`src/aes_sbox_table.svh`:
```
// Forward AES S-box as one packed constant, entry 0 in the top byte.
`ifndef AES_SBOX_TABLE_SVH
`define AES_SBOX_TABLE_SVH

// Each literal is one row of the FIPS-197 table, sixteen entries wide.
// The ascending range lets a plain byte value index the table directly.
localparam logic [0:255][7:0] SBOX_TABLE = {
        128'h637c777bf26b6fc53001672bfed7ab76,
        128'hca82c97dfa5947f0add4a2af9ca472c0,
        128'hb7fd9326363ff7cc34a5e5f171d83115,
        128'h04c723c31896059a071280e2eb27b275,
        128'h09832c1a1b6e5aa0523bd6b329e32f84,
        128'h53d100ed20fcb15b6acbbe394a4c58cf,
        128'hd0efaafb434d338545f9027f503c9fa8,
        128'h51a3408f929d38f5bcb6da2110fff3d2,
        128'hcd0c13ec5f974417c4a77e3d645d1973,
        128'h60814fdc222a908846eeb814de5e0bdb,
        128'he0323a0a4906245cc2d3ac629195e479,
        128'he7c8376d8dd54ea96c56f4ea657aae08,
        128'hba78252e1ca6b4c6e8dd741f4bbd8b8a,
        128'h703eb5664803f60e613557b986c11d9e,
        128'he1f8981169d98e949b1e87e9ce5528df,
        128'h8ca1890dbfe6426841992d0fb054bb16
};

`endif

```
`src/aes_math_pkg.sv`:
```
// Datapath types, round constant rule, GF(2^8) helpers and ShiftRows for the AES-128 core.
`default_nettype none

package aes_math_pkg;

        // ----------------------------------------------------------------------
        // Types. A block is sixteen bytes in column-major order, byte 15 first.
        // ----------------------------------------------------------------------
        typedef logic [7:0]   byte_t;
        typedef byte_t [3:0]  word_t;
        typedef byte_t [15:0] block_t;
        typedef logic [3:0]   round_idx_t;

        localparam round_idx_t NUM_ROUNDS = 4'd10;

        // Reduction polynomial x^8 + x^4 + x^3 + x + 1 without its top bit.
        localparam byte_t GF_POLY    = 8'h1b;
        localparam byte_t RCON_FIRST = 8'h01;
        // The round constant leaves 8 bits after 8'h80 and is reduced by the polynomial.
        localparam byte_t RCON_WRAP  = GF_POLY;

        // ----------------------------------------------------------------------
        // GF(2^8) arithmetic.
        // ----------------------------------------------------------------------
        function automatic byte_t xtime2(input byte_t x);
                return {x[6:0], 1'b0} ^ (x[7] ? GF_POLY : 8'h00);
        endfunction

        // Multiply by 3 is multiply by 2 plus the operand itself.
        function automatic byte_t xtime3(input byte_t x);
                return xtime2(x) ^ x;
        endfunction

        // Round constant for the next key round.
        function automatic byte_t next_rcon(input byte_t rcon);
                return (rcon == 8'h80) ? RCON_WRAP : {rcon[6:0], 1'b0};
        endfunction

        // ----------------------------------------------------------------------
        // Byte permutations.
        // ----------------------------------------------------------------------
        // Row r of the state rotates left by r columns. Byte (row r, column c)
        // sits at index 15 - 4c - r.
        function automatic block_t shift_rows(input block_t s);
                block_t t;
                for (int c = 0; c < 4; c++) begin
                        for (int r = 0; r < 4; r++) begin
                                t[15 - 4 * c - r] = s[15 - 4 * ((c + r) % 4) - r];
                        end
                end
                return t;
        endfunction

        // One-byte left rotation of a key word, as used by the g function.
        function automatic word_t rot_word(input word_t w);
                return {w[2:0], w[3]};
        endfunction

endpackage

`default_nettype wire

```
`src/aes_ctrl_pkg.sv`:
```
// Command and status codes, command struct, sequencer phase and S-box request struct.
`default_nettype none

package aes_ctrl_pkg;

        // Function codes seen at the core input. Code 2 is reserved and runs as idle.
        typedef enum logic [1:0] {
                FUNC_IDLE    = 2'd0,
                FUNC_ENCRYPT = 2'd1,
                FUNC_KEYGEN  = 2'd3
        } func_e;

        // Completion codes, each shown for a single cycle.
        typedef enum logic [1:0] {
                ST_NONE   = 2'd0,
                ST_CIPHER = 2'd1,
                ST_KEYS   = 2'd3
        } status_e;

        // A sampled command. The data field is plaintext or cipher key, by function.
        typedef struct packed {
                func_e                func;
                aes_math_pkg::block_t data;
        } cmd_t;

        typedef enum logic [1:0] {
                PH_IDLE,
                PH_KEYGEN,
                PH_ENCRYPT
        } phase_e;

        // Sixteen byte addresses into the shared S-box, one per lane.
        typedef struct packed {
                aes_math_pkg::block_t lane;
        } sbox_req_t;

endpackage

`default_nettype wire

```
`src/aes_round_engine.sv`:
```
// Iterative encryption datapath with state register, ShiftRows, MixColumns and AddRoundKey.
`timescale 1ns/10ps
`default_nettype none

module aes_round_engine (
        input  logic                      eph1,
        input  logic                      rst_n,
        input  aes_ctrl_pkg::phase_e      phase,
        input  aes_math_pkg::round_idx_t  round,
        input  aes_ctrl_pkg::cmd_t        cmd,
        input  aes_math_pkg::block_t      round_keys [0:aes_math_pkg::NUM_ROUNDS],
        output aes_ctrl_pkg::sbox_req_t   sbox_req,
        input  aes_ctrl_pkg::sbox_req_t   sbox_rsp,
        output aes_math_pkg::block_t      ciphertext
);
        import aes_math_pkg::*;
        import aes_ctrl_pkg::*;

        block_t      state;
        block_t      round_in;
        block_t      shifted;
        block_t      round_out;
        word_t [3:0] cols_in;
        word_t [3:0] cols_out;

        // One column times the fixed MixColumns matrix. Index 3 holds row 0.
        function automatic word_t mix_column(input word_t a);
                word_t m;
                for (int r = 0; r < 4; r++) begin
                        m[3 - r] = xtime2(a[3 - r]) ^ xtime3(a[(6 - r) % 4]) ^
                                   a[(5 - r) % 4] ^ a[(4 - r) % 4];
                end
                return m;
        endfunction

        // ----------------------------------------------------------------------
        // Round input and SubBytes.
        // ----------------------------------------------------------------------
        // Round 1 starts from the plaintext whitened with key 0. Later rounds
        // recycle the state register.
        assign round_in = (round == 4'd1) ? (cmd.data ^ round_keys[0]) : state;

        // SubBytes is done by the shared bank, all sixteen lanes at once.
        assign sbox_req.lane = round_in;

        // ----------------------------------------------------------------------
        // ShiftRows, MixColumns and AddRoundKey.
        // ----------------------------------------------------------------------
        assign shifted = shift_rows(sbox_rsp.lane);
        assign cols_in = shifted;

        always_comb begin
                for (int c = 0; c < 4; c++) begin
                        cols_out[c] = mix_column(cols_in[c]);
                end
        end

        // The last round leaves out MixColumns.
        assign round_out = ((round == NUM_ROUNDS) ? shifted : block_t'(cols_out)) ^
                           round_keys[round];

        // The state advances one round per cycle and holds outside encryption,
        // so the ciphertext stays put until the next encrypt starts.
        always_ff @(posedge eph1) begin
                if (!rst_n) begin
                        state <= '0;
                end else if (phase == PH_ENCRYPT) begin
                        state <= round_out;
                end
        end

        assign ciphertext = state;

endmodule

`default_nettype wire

```
`config.mk`:
```
export PLATFORM = sky130hd
export DESIGN_NAME = aes_round_engine
export DESIGN_NICKNAME = d
export VERILOG_FILES = /design/src/aes_sbox_table.svh /design/src/aes_math_pkg.sv /design/src/aes_ctrl_pkg.sv /design/src/aes_round_engine.sv
export SDC_FILE = /design/constraint.sdc
export NUM_CORES = 2
export LEC_CHECK = 0
export ABC_AREA = 1
export BUFFER_PORTS_ARGS = -buffer_cell sky130_fd_sc_hd__buf_2
export CAP_MARGIN = 20
export CELL_PAD_IN_SITES_DETAIL_PLACEMENT = 1
export CELL_PAD_IN_SITES_GLOBAL_PLACEMENT = 2
export CORE_AREA = 3 3 745 747
export CTS_CLUSTER_DIAMETER = 60
export DETAILED_ROUTE_END_ITERATION = 8
export DIE_AREA = 0 0 748 750
export GPL_TIMING_DRIVEN = 1
export MAX_ROUTING_LAYER = met4
export PLACE_DENSITY = 0.35
export SYNTH_ARGS = -nofsm -noshare
export SYNTH_HDL_FRONTEND = slang
export SYNTH_SLANG_ARGS = --single-unit
```
`constraint.sdc`:
```
create_clock -name eph1 -period 4.2 [get_ports eph1]
set_clock_uncertainty 0.05 [all_clocks]
set_input_delay 0.84 -clock eph1 [delete_from_list [all_inputs] [get_ports eph1]]
set_output_delay 0.84 -clock eph1 [all_outputs]
set_load 0.02 [all_outputs]
```
---- After elaboration in Yosys (flattened, before gate mapping) ----
Cells that the tools add are included.
W data, S select, Z words.
cells by class
  order comparisons ....................... 1
  equality and inequality tests ........... 3
  muxes and demuxes ....................... 21
  bitwise gates (word level) .............. 83
operators with widths
  cell                  number
  $bmux W128 S4         1
  $mux W128             4
  $xor A8 B8 Y8         64
  $xor A128 B128 Y128   2
  $xor A8 B5 Y8         16
  $mux W5               16
  $ge A5 B5 Y1 const B  1
  $not A4 Y5            1
  $eq A4 B1 Y1 const B  1
  $eq A4 B4 Y1 const B  1
  $eq A2 B2 Y1 const B  1
word-level totals
  bits in registers ....................... 128
  bits of input ports ..................... 1674
  output and inout port bits .............. 256
  logic and storage cells ................. 124

---- Logic depth before layout (Yosys ltp) ----
  word-level depth ........................ 8
  mapped depth ............................ 16
  mapped depth without buffers ............ 14

---- Least setup slack after synthesis ----
No wires, ideal clock.
  path type ............................... in2out
  from .................................... input port round[0]
  to ...................................... output port sbox_req[29] (netlist name)
  arrival time ............................ 2172 ps
  data required time ...................... 3310 ps
  slack ................................... 1138 ps
  stages .................................. 8
  buffers on the path ..................... 4
  cells stage by stage .................... buf_6 -> inv_4 -> buf_6 -> nor4_4 -> buf_2 -> buf_2 -> nor2_1 -> a21oi_1
RTL lines
  element          line                    text
  start, declared  aes_round_engine.sv:9   input aes_math_pkg::round_idx_t round,
  end, declared    aes_round_engine.sv:12  output aes_ctrl_pkg::sbox_req_t sbox_req,

==> flow_summary.yaml <==
synth:
  synth_top_cell_by_area: "nand2_1"
  synth_top_family_by_area: "simple AND/OR/NAND/NOR gates"
  synth_top_area_share_pct: 34.5
  syn_nets: 8245
  seq_area_frac_synth_pct: 8.17
  synthMuxAreaShare_pct: 0.889
  postSynthCellCount: 6571
  synth_flop_cell: "dfxtp_1"
  synth_edf_count: 0
  synth_seq_cells: 128
  synth_area_leaders: "nand2_1, nand3_1, dfxtp_1, nor2_1, xor2_1"
  ys_async_sr_fraction_pct: 0
  yosysUniqueCellTypes: 39
  synth_compound_area_share_pct: 10.9
  synth_area_mm2: 0.0314
  synth.most_common_cell: "nand2_1"
  synth_fa_ha_area_share_pct: 0
  synthXorXnorAreaFrac_pct: 8.74
  synth-simple-area-share_pct: 58.3
  synth.avg_cell_area_um2: 4.77
  synth_commonest_cells: "nand2_1, nand3_1, nor2_1"
  ys_warn_count: 0
sta:
  finalHoldViolCount: 0
  max_freq_mhz: 249
  rsz0062_at_grt: "no"
  finalSetupViolations: 0
  finalCritPeriodShare_pct: 95.6
  maxSlewViolCount: 0
  setup_ws_ns: 0.185
  relSlewSlack_pct: 15.7
  min_period_ns: 4.02
  tightest_slew_ns: 1.25
  fin_tns_setup_ns: 0
final_layout:
  final_cells: 15900
  multiInputGateArea_mm2: 0.0248
  drive_gt1_share_pct: 27.6
  largest_reg_flops: 128
  nFillCells: 68200
  seq_area_mm2: 0.00256
  synthToLayoutAreaGrowth_pct: 69.2
  finish.net_count: 10000
die:
  boundaryPins: 1930
  design.die.area_mm2: 0.561
  die_h_um: 750
  start_util_pct: 5.72
  core_area_mm2: 0.549
  placementRows: 272
  die_w_um: 748
worst_setup_path:
  path_max_fanout: 42
  crit_arrival_ns: 3.13
  cp_slowest_stage_delay_ns: 0.99
  cp.required_ns: 3.31
  path_cells: "buf_6 -> nor4_4 -> buf_12 -> buf_12 -> o21ai_0 -> buf_12"
  critPathLaunchType: "primary input"
  crit_top_cell: "buf_12"
  critPathBufInv: 4
  cp_slowest_cell: "o21ai_0"
  end_kind: "output port"
  crit_type: "in -> out"
  cp_top_family: "buffers and inverters"
flow_run:
  cap_violations: 0
pwr:
  switching_share_pct: 58.4
  combPwrFrac_pct: 67.3
  p_int_mw: 4.62
  pwr-share-clk_pct: 19.9
  leakage_nw: 26.4
  p_seq_share_pct: 12.8
  ir_worst_vdd_mv: 0.192
  p_sw_mw: 6.47
  p_per_area_mw_per_mm2: 209
detailed_routing:
  vias_per_cell: 3.30
  wl_um: 560000
  wl_per_cell_um: 35.1
  dr_total_vias: 52600
  firstDrtPassIters: 5
  drc: 0
  postRouteAntennaNets: 0
  drtIter0Drc: 3780
clock_tree:
  htreeDepth: 4
  clk_latency_ns: 0.60
  root_buffer: "clkbuf_16"
  cts_tree: "done"
  path_clk_slew_ns: 0.06
  numCtsBuffers: 21
  cts_hold_buf: 0
  post_cts_buffers: 0
  cts_sinks: 128
  cts_resized: 0
  cts.path.max_buffers: 3
placement:
  place_inst: 15600
  numPortBuffers: 1927
  gp_congestion: 0.887
  dp_slack_ns: 0.131
  hpwl_um: 500000
outcome:
  status: "finished clean"
grt:
  grt_pass1_vias: 53000
  grt_pass1_wl_um: 676000
  grt_overflow: 0
  grt_max_degree: 72
  globalRouteTotalUtil_pct: 19.7
  grt_antenna_before_repair: 503
hold_path:
  hold_class: "reg -> reg"
layout make-up:
cell class / count / share of cell area (%)
multi-input cells: 5497 / 46.7
repair buffers: 2206 / 24.9
well taps: 7261 / 17.1
flip-flops and latches: 128 / 4.83
inverters: 497 / 3.65
diodes: 320 / 1.51
clock buffers: 22 / 0.997
clock inverters: 11 / 0.269
cells in the final DEF, fill, tap and decap left out, types with 4 or more instances in the layout:
| cell type | instances |
|---|---|
| a21oi_1 | 249 |
| buf_12 | 103 |
| buf_2 | 1864 |
| buf_4 | 234 |
| clkbuf_16 | 21 |
| clkinv_2 | 4 |
| dfxtp_1 | 128 |
| diode_2 | 320 |
| inv_1 | 486 |
| inv_6 | 4 |
| mux2_2 | 23 |
| nand2_1 | 2886 |
| nand3_1 | 861 |
| nand3b_1 | 19 |
| nand4_1 | 24 |
| nor2_1 | 620 |
| nor3_1 | 32 |
| o211ai_1 | 22 |
| o21ai_0 | 324 |
| o21ai_1 | 34 |
| o22ai_1 | 6 |
| o31ai_1 | 14 |
| or2_0 | 16 |
| or2_1 | 7 |
| or2_2 | 24 |
| xnor2_1 | 103 |
| xor2_1 | 208 |
final timing paths:
check | endpoint | cells past startpoint | slack (ns) | startpoint
max | sbox_req[10] | 6 | 0.18 | round[3]
min | ciphertext[37]$_SDFFE_PN0N_ | 4 | 0.51 | ciphertext[37]$_SDFFE_PN0N_
max reg2reg | ciphertext[93]$_SDFFE_PN0N_ | 2 | 2.88 | ciphertext[93]$_SDFFE_PN0N_
min reg2reg | ciphertext[37]$_SDFFE_PN0N_ | 4 | 0.51 | ciphertext[37]$_SDFFE_PN0N_
kinds of logic after synthesis:
| group | after synthesis |
|---|---|
| AO/OA/AOI/OAI | 661 |
| XOR/XNOR | 313 |
| buffers and inverters | 946 |
| flip-flops | 128 |
| multiplexers | 25 |
| AND/OR/NAND/NOR | 4498 |
worst reg2reg max path: stages (launching register included):
cell,delay (ns)
dfxtp_1,0.84
o21ai_0,0.21
a21oi_1,0.15
metal layers:
| metal | GRT usage [%] | wire, µm | part of all wire [%] |
|---|---|---|---|
| met1 | 25.2 | 257000 | 46 |
| met2 | 31.3 | 251000 | 45 |
| met3 | 6.42 | 45600 | 8.1 |
| met4 | 1.54 | 6100 | 1.1 |
| met5 | - | 0 | 0 |
metrics by stage:
stage	hold slack [ns]	utilization (%)	instance area, µm²	power, mW
final	0.510	9.68	53100	11.1
after detailed placement	0.497	9.41	51600	9.17
after CTS	0.512	9.53	52300	11.6
after floorplan	0.564	-	31400	4.30
after global routing	0.550	9.65	52900	12.0
after global placement	0.494	9.40	51600	9.16
power groups by stage:
stage	registers, mW	clock network [mW]	logic, mW
2_1_floorplan	1.50	0	2.80
3_3_place_gp	1.46	0	7.71
3_5_place_dp	1.45	0	7.72
4_1_cts	1.42	2.39	7.75
5_1_grt	1.43	2.36	8.18
6_report	1.42	2.20	7.47
No activity file was read; power rests on OpenSTA's default activity.
