`src/aes_sbox_table.svh`:
```
// Forward AES S-box as one packed constant, entry 0 in the top byte.
`ifndef AES_SBOX_TABLE_SVH
`define AES_SBOX_TABLE_SVH

// Each literal is one row of the FIPS-197 table, sixteen entries wide.
// The ascending range lets a plain byte value index the table directly.
localparam logic [0:255][7:0] SBOX_TABLE = {
        128'h637c777bf26b6fc53001672bfed7ab76,
        128'hca82c97dfa5947f0add4a2af9ca472c0,
        128'hb7fd9326363ff7cc34a5e5f171d83115,
        128'h04c723c31896059a071280e2eb27b275,
        128'h09832c1a1b6e5aa0523bd6b329e32f84,
        128'h53d100ed20fcb15b6acbbe394a4c58cf,
        128'hd0efaafb434d338545f9027f503c9fa8,
        128'h51a3408f929d38f5bcb6da2110fff3d2,
        128'hcd0c13ec5f974417c4a77e3d645d1973,
        128'h60814fdc222a908846eeb814de5e0bdb,
        128'he0323a0a4906245cc2d3ac629195e479,
        128'he7c8376d8dd54ea96c56f4ea657aae08,
        128'hba78252e1ca6b4c6e8dd741f4bbd8b8a,
        128'h703eb5664803f60e613557b986c11d9e,
        128'he1f8981169d98e949b1e87e9ce5528df,
        128'h8ca1890dbfe6426841992d0fb054bb16
};

`endif

```
`src/aes_math_pkg.sv`:
```
// Datapath types, round constant rule, GF(2^8) helpers and ShiftRows for the AES-128 core.
`default_nettype none

package aes_math_pkg;

        // ----------------------------------------------------------------------
        // Types. A block is sixteen bytes in column-major order, byte 15 first.
        // ----------------------------------------------------------------------
        typedef logic [7:0]   byte_t;
        typedef byte_t [3:0]  word_t;
        typedef byte_t [15:0] block_t;
        typedef logic [3:0]   round_idx_t;

        localparam round_idx_t NUM_ROUNDS = 4'd10;

        // Reduction polynomial x^8 + x^4 + x^3 + x + 1 without its top bit.
        localparam byte_t GF_POLY    = 8'h1b;
        localparam byte_t RCON_FIRST = 8'h01;
        // The round constant leaves 8 bits after 8'h80 and is reduced by the polynomial.
        localparam byte_t RCON_WRAP  = GF_POLY;

        // ----------------------------------------------------------------------
        // GF(2^8) arithmetic.
        // ----------------------------------------------------------------------
        function automatic byte_t xtime2(input byte_t x);
                return {x[6:0], 1'b0} ^ (x[7] ? GF_POLY : 8'h00);
        endfunction

        // Multiply by 3 is multiply by 2 plus the operand itself.
        function automatic byte_t xtime3(input byte_t x);
                return xtime2(x) ^ x;
        endfunction

        // Round constant for the next key round.
        function automatic byte_t next_rcon(input byte_t rcon);
                return (rcon == 8'h80) ? RCON_WRAP : {rcon[6:0], 1'b0};
        endfunction

        // ----------------------------------------------------------------------
        // Byte permutations.
        // ----------------------------------------------------------------------
        // Row r of the state rotates left by r columns. Byte (row r, column c)
        // sits at index 15 - 4c - r.
        function automatic block_t shift_rows(input block_t s);
                block_t t;
                for (int c = 0; c < 4; c++) begin
                        for (int r = 0; r < 4; r++) begin
                                t[15 - 4 * c - r] = s[15 - 4 * ((c + r) % 4) - r];
                        end
                end
                return t;
        endfunction

        // One-byte left rotation of a key word, as used by the g function.
        function automatic word_t rot_word(input word_t w);
                return {w[2:0], w[3]};
        endfunction

endpackage

`default_nettype wire

```
`src/aes_ctrl_pkg.sv`:
```
// Command and status codes, command struct, sequencer phase and S-box request struct.
`default_nettype none

package aes_ctrl_pkg;

        // Function codes seen at the core input. Code 2 is reserved and runs as idle.
        typedef enum logic [1:0] {
                FUNC_IDLE    = 2'd0,
                FUNC_ENCRYPT = 2'd1,
                FUNC_KEYGEN  = 2'd3
        } func_e;

        // Completion codes, each shown for a single cycle.
        typedef enum logic [1:0] {
                ST_NONE   = 2'd0,
                ST_CIPHER = 2'd1,
                ST_KEYS   = 2'd3
        } status_e;

        // A sampled command. The data field is plaintext or cipher key, by function.
        typedef struct packed {
                func_e                func;
                aes_math_pkg::block_t data;
        } cmd_t;

        typedef enum logic [1:0] {
                PH_IDLE,
                PH_KEYGEN,
                PH_ENCRYPT
        } phase_e;

        // Sixteen byte addresses into the shared S-box, one per lane.
        typedef struct packed {
                aes_math_pkg::block_t lane;
        } sbox_req_t;

endpackage

`default_nettype wire

```
`src/aes_key_schedule.sv`:
```
// Round key generator with the eleven-entry round key store.
`timescale 1ns/10ps
`default_nettype none

module aes_key_schedule (
        input  logic                      eph1,
        input  logic                      rst_n,
        input  aes_ctrl_pkg::phase_e      phase,
        input  aes_math_pkg::round_idx_t  round,
        input  aes_ctrl_pkg::cmd_t        cmd,
        output aes_ctrl_pkg::sbox_req_t   sbox_req,
        input  aes_ctrl_pkg::sbox_req_t   sbox_rsp,
        output aes_math_pkg::block_t      round_keys [0:aes_math_pkg::NUM_ROUNDS]
);
        import aes_math_pkg::*;
        import aes_ctrl_pkg::*;

        round_idx_t  prev_idx;
        word_t [3:0] prev_w;
        word_t [3:0] next_w;
        word_t       g_word;
        byte_t       rcon;

        // ----------------------------------------------------------------------
        // g function.
        // ----------------------------------------------------------------------
        // Each new key is built from the key one round back. Word 3 of the array
        // is the first key word, word 0 the last.
        assign prev_idx = (round == 4'd0) ? 4'd0 : round - 4'd1;
        assign prev_w   = round_keys[prev_idx];

        // The rotated last word goes out through the shared S-box bank.
        assign sbox_req.lane = {96'd0, rot_word(prev_w[0])};

        // The round constant only touches the leading byte of the word.
        assign g_word = sbox_rsp.lane[3:0] ^ {rcon, 24'd0};

        // ----------------------------------------------------------------------
        // Word chain.
        // ----------------------------------------------------------------------
        // The first word takes g, and every later word folds in the new word
        // just before it.
        always_comb begin
                next_w[3] = prev_w[3] ^ g_word;
                for (int i = 2; i >= 0; i--) begin
                        next_w[i] = prev_w[i] ^ next_w[i + 1];
                end
        end

        // ----------------------------------------------------------------------
        // Key store and round constant.
        // ----------------------------------------------------------------------
        // Round 0 stores the cipher key as given. Rounds 1 to 10 store one
        // derived key per cycle, indexed by round number.
        always_ff @(posedge eph1) begin
                if (!rst_n) begin
                        for (int i = 0; i <= NUM_ROUNDS; i++) begin
                                round_keys[i] <= '0;
                        end
                        rcon <= RCON_FIRST;
                end else if (phase == PH_KEYGEN) begin
                        if (round == 4'd0) begin
                                round_keys[0] <= cmd.data;
                                rcon          <= RCON_FIRST;
                        end else begin
                                round_keys[round] <= next_w;
                                rcon              <= next_rcon(rcon);
                        end
                end
        end

        // The constant shifts left ten times in a row. Without the wrap to
        // 8'h1b it would run out to zero before round 10.
        a_rcon_live: assert property (@(posedge eph1) disable iff (!rst_n)
                (phase == PH_KEYGEN) |-> (rcon != 8'h00))
                else $error("Round constant reached zero during key expansion");

endmodule

`default_nettype wire

```
`config.mk`:
```
export PLATFORM = sky130hd
export DESIGN_NAME = aes_key_schedule
export DESIGN_NICKNAME = d
export VERILOG_FILES = /design/src/aes_sbox_table.svh /design/src/aes_math_pkg.sv /design/src/aes_ctrl_pkg.sv /design/src/aes_key_schedule.sv
export SDC_FILE = /design/constraint.sdc
export NUM_CORES = 2
export LEC_CHECK = 0
export BUFFER_PORTS_ARGS = -buffer_cell sky130_fd_sc_hd__buf_2
export CAP_MARGIN = 20
export CORE_AREA = 2 2 696 698
export CTS_CLUSTER_DIAMETER = 40
export CTS_CLUSTER_SIZE = 25
export DETAILED_ROUTE_END_ITERATION = 8
export DIE_AREA = 0 0 698 700
export SLEW_MARGIN = 5
export SYNTH_ARGS = -nofsm -noshare
export SYNTH_HDL_FRONTEND = slang
export SYNTH_SLANG_ARGS = --single-unit
```
`constraint.sdc`:
```
create_clock -name eph1 -period 3.1 [get_ports eph1]
set_clock_uncertainty 0.05 [all_clocks]
set_input_delay 0.62 -clock eph1 [delete_from_list [all_inputs] [get_ports eph1]]
set_output_delay 0.62 -clock eph1 [all_outputs]
set_load 0.01 [all_outputs]
```
# [After elaboration in Yosys (flattened, before gate mapping)]
# Cells that the tools add are included.
[op_classes] addsub=1 n_lt_le_gt_ge=3 n_eq_ne=2 muxes=10 bitwise=8 n_reduce_logical=3
[ops] operator="bitwise mux 1408 bit" n=1
[ops] operator="binary-select mux 128 bit (select 4 bit)" n=1
[ops] operator="demux 128 bit (select 4 bit)" n=1
[ops] operator="2-to-1 mux 128 bit" n=4
[ops] operator="XOR 32 bit" n=5
[ops] operator="2-to-1 mux 8 bit" n=2
[ops] operator="greater-or-equal comparator 5 bit (second input constant)" n=2
[ops] operator="inverter 4 -> 5 bit" n=2
[ops] operator="equality test 8 bit (second input constant)" n=1
[ops] operator="< comparator 5 x 1 -> 1 bit (second input constant)" n=1
[ops] operator="logical NOT 4 bit" n=1
[ops] operator="2-to-1 mux 4 bit" n=1
[ops] operator="subtractor 4 x 1 -> 4 bit (second input constant)" n=1
[ops] operator="equality test 2 x 1 -> 1 bit (second input constant)" n=1
[ops] operator="AND reduction 2 bit" n=1
[ops] operator="logical AND 1 bit" n=1
[ops] operator="inverter 1 bit" n=1
[word_totals] regBits=1416 inputBits=266 output_inout_bits=1536 wordCells=204

# [Longest topological paths before layout]
[logic_depth] depth_word=12 ltp_mapped=14 depth_no_buf=9

# [Worst setup path before layout]
# OpenSTA, ideal clock, no wires.
[synth_timing] path_type="input -> register" startpoint="in round[2]" endpoint="reg round_keys[1165] (netlist name)" setup_ns=0.129 arrival_ns=3.114 required_time_ns=2.921 slack_ns=-0.193 path_stages=11 path_buffers=2 cell_sequence="buf_4 -> or4b_1 -> nand2_1 -> buf_4 -> o211ai_2 -> a31oi_1 -> xnor2_2 -> xor2_1 -> xor2_2 -> xor2_4 -> a21oi_2"
[synth_between] elab_chain_cells=11 word_cells_on_any_way=20 classes_between="add/sub (1); order compare (2); mux (7); bitwise (7); reduce/logical (3)"
[synth_lines] item="from (decl)" line="aes_key_schedule.sv:9" source="input aes_math_pkg::round_idx_t round,"
[synth_lines] item="subtractor 4 x 1 -> 4 bit / logical NOT 4 bit (equally long branches)" line="aes_key_schedule.sv:29, aes_key_schedule.sv:62"
[synth_lines] item="2-to-1 mux 4 bit" line="aes_key_schedule.sv:29" source="assign prev_idx = (round == 4'd0) ? 4'd0 : round - 4'd1;"
[synth_lines] item="inverter 4 -> 5 bit (implied by the code)" line="aes_key_schedule.sv:30" source="assign prev_w = round_keys[prev_idx];"
[synth_lines] item="binary-select mux 128 bit (select 4 bit)" line="aes_key_schedule.sv:30"
[synth_lines] item="2-to-1 mux 128 bit (implied by the code) (2 in series)" line="aes_key_schedule.sv:30"
[synth_lines] item="XOR 32 bit" line="aes_key_schedule.sv:44" source="next_w[3] = prev_w[3] ^ g_word;"
[synth_lines] item="XOR 32 bit (3 in series)" line="aes_key_schedule.sv:46" source="next_w[i] = prev_w[i] ^ next_w[i + 1];"
[synth_lines] item="bitwise mux 1408 bit" line="aes_key_schedule.sv:66" source="round_keys[round] <= next_w;"
[synth_lines] item="to (signal, indexed assignment)" line="aes_key_schedule.sv:66"
[synth_lines] item="to (decl)" line="aes_key_schedule.sv:13" source="output aes_math_pkg::block_t round_keys [0:aes_math_pkg::NUM_ROUNDS]"
# Several ways; a longest one is shown, not always the timed one. The select of a mux whose other input is x is not followed.
# A chain may end at the register's enable or synchronous reset.

==> run summary <==
Most area-hungry cell type in the Yosys netlist - dfxtp_1
Clock tree buffer depth - 4
Classification of the worst-slack hold path - in2reg
Switching portion of total power - 30.8%
Crit end category - primary output
Worst Path Max Fanout - 5
Share of cells above drive strength 1 - 36.2%
Final hold vios - 0
RD Place Congestion - 0.979
Synth top cells by count - dfxtp_1 (1,416), a21oi_1 (1,307), nor2_1 (1,075)
Syn Inst Count - 7,973
Rel. slew slack - 6.88%
Area occupied by multi-input gates - 0.0335 mm2
First-pass GRT wire length - 757 mm
VDD IR max - 0.000432 V
Port buffer count - 1,607
Synthesis warning total - 0
TritonCTS Buffers - 288
Num ports - 1,802
Total track usage - 23.5%
Int Pwr - 44.4 mW
CTS tree - yes
Post-layout min period - 3540 ps
Gr ovfl total - 0
Worst setup margin - -439 ps
Final setup viols - 81
Min Hold Slack - 76.3 ps
Psw - 19.7 mW
Seq/Total Area, Yosys - 45.3%
DR DRC count - 0
Iteration-0 DRC Markers - 9,112
LEAKAGE - 43.2 nW
Avg Vias per Cell - 4.50
Status - finished with violations
Clock Sink Count - 1,416
Async set or reset register ratio after synthesis - 0%
Cell area after synthesis - 0.0626 mm2
Seq pwr share - 29.2%
Final wirelength - 608 mm
Failing checks - setup timing
Crit path DAT - 2870 ps
Combinational Power Share - 18.7%
Horiz. Die Dim - 698 um
Synth Register Bits - 1,416
Initial antenna violation count - 73
Critical path type - in2out
Hpwl dp - 492 mm
Die span in y - 700 um
Final slew viol count - 0
Post-route ant nets - 0
# rows - 255
Clock network power share - 52.2%
Vias in the first global route - 69.8k
Area delta synth->final - 66.5%
Layout fillers - 53.0k
Top-area cell type share of the netlist area - 45.3%
Die ar. - 0.489 mm2
Final cycle utilization of the critical path - 114%
Measured slew at the worst slew-check pin - 1400 ps
RSZ-0062 raised after global routing - yes
Startpoint class of the critical path - input port
Max cap viols - 0
Final #Nets - 10.7k
Initial core utilization - 13.0%
Top post-synthesis cells by area - dfxtp_1 (45%), a21oi_1 (10%), o21ai_0 (6.9%)
Via count - 77.1k
Skew-Pair Late Insertion Delay - 970 ps
Top_reg_cell synth - dfxtp_1
Drt wl/cell - 35.5 um
Netlist cell types - 81
Average cell area after synthesis - 7.86 um2
Clock root cell - clkbuf_16
Data required time of the critical path - 2430 ps
Post-synth EDFFs - 0
Count leader, synth - dfxtp_1
DR pass1 iterations - 7
PD cells - 615 mW/mm2
Sequential cell area - 0.0284 mm2
Pwr Total - 64.1 mW
Largest net degree at the start of global routing - 198
Worst-path clk slew - 40 ps
Max Freq - 283 MHz
Core footprint - 0.481 mm2
CTS H-Tree Depth - 5
## kinds of logic (layout without fill, tap and decap cells)
kind of cell	after synthesis	after routing	share of synthesized area [%]
AOI/OAI and AO/OA	3084	3084	28.8
and+or+nand+nor	2289	2289	14.8
DFF	1416	1416	45.3
buffers and inverters	909	3535	6.61
muxes	138	138	2.31
xor gates and xnor gates	136	136	2.24
other	1	125	0.00599
## critical path, stage by stage
cell	delay, ps
buf_16	140
buf_8	140
buf_8	120
o21ba_4	230
nor2_4	50
buf_12	140
buf_12	130
buf_8	120
a222oi_1	640
o32ai_1	180
buf_4	180
buf_12	140
## cell type report
| type | instances | share of cell area [%] |
|---|---|---|
| Multi-Input combinational cell | 5743 | 32.1 |
| Sequential cell | 1416 | 27.2 |
| Timing Repair Buffer | 2995 | 23.1 |
| Tap cell | 6425 | 7.71 |
| Clock buffer | 345 | 7.51 |
| Clock inverter | 181 | 2.28 |
| Inverter | 14 | 0.0888 |
| Antenna cell | 29 | 0.0696 |
## metal layers
layer	share of wire, %	GRT usage [%]
met1	37	26.3
met2	44	37.4
met3	10	7.99
met4	8.9	16.6
met5	0.034	0
## flip-flops by register name (all words and copies together), names as in the netlist
signal,count
rcon,8
round_keys,1408
## timing repair
item                                    in CTS  in global routing
endpoints found under the setup margin     255                387
endpoints found under the hold margin      140                  0
gates resized for setup                    396                232
cloned                                      14                 10
hold buffers                               127                  0
setup buffers                              127                 85
pin swaps                                   64                 92
## metrics by stage
step                      setup TNS [ps]  utilization (%)  std cells  area [um2]  setup WS (ps)
after floorplan                     -705                -       8068       63200          -52.1
after global placement           -960490             18.3      16300       87900          -1560
after detailed placement         -978030             18.3      16300       87900          -1520
after CTS                          -9290             21.3      17000      102000           -445
after global routing              -11520             21.7      17100      104000           -426
final                             -10030             21.7      17100      104000           -439
## power by group through the flow
stage / sequential (mW) / clock, mW / combinational [mW]
5_1_grt: 18.7 / 34.6 / 12.3
3_3_place_gp: 19.1 / 0 / 10.6
4_1_cts: 18.7 / 33.8 / 11.4
6_report: 18.7 / 33.4 / 12.0
3_5_place_dp: 19.1 / 0 / 10.6
2_1_floorplan: 19.0 / 0 / 3.48
## layout by cell type, fill, tap and decap left out, drive strengths merged, types with 90 or more instances in the layout
| master | Yosys | final |
|---|---|---|
| a211oi | 235 | 235 |
| nor2 | 1076 | 1076 |
| mux2i | 90 | 90 |
| a21oi | 1317 | 1317 |
| clkbuf | 522 | 352 |
| dlygate4sd3 | 0 | 127 |
| o21ai | 877 | 877 |
| dfxtp | 1416 | 1416 |
| conb | 1 | 96 |
| nand2 | 894 | 894 |
| buf | 373 | 2855 |
| o221ai | 94 | 94 |
| nor3 | 120 | 120 |
| o22ai | 109 | 109 |
| nand2b | 97 | 97 |
## worst paths after layout
kind / slack (ps) / start / cells past startpoint / endpoint
worst max register to register: 40 / round_keys[324]$_SDFFE_PN0P_ / 14 / round_keys[260]$_SDFFE_PN0P_
worst min register to register: 410 / round_keys[602]$_SDFFE_PN0P_ / 2 / round_keys[602]$_SDFFE_PN0P_
worst max-delay path: -440 / round[0] / 12 / sbox_req[12]
worst min-delay path: 80 / cmd[97] / 3 / round_keys[1377]$_SDFFE_PN0P_
(Power assumes the default switching activity.)
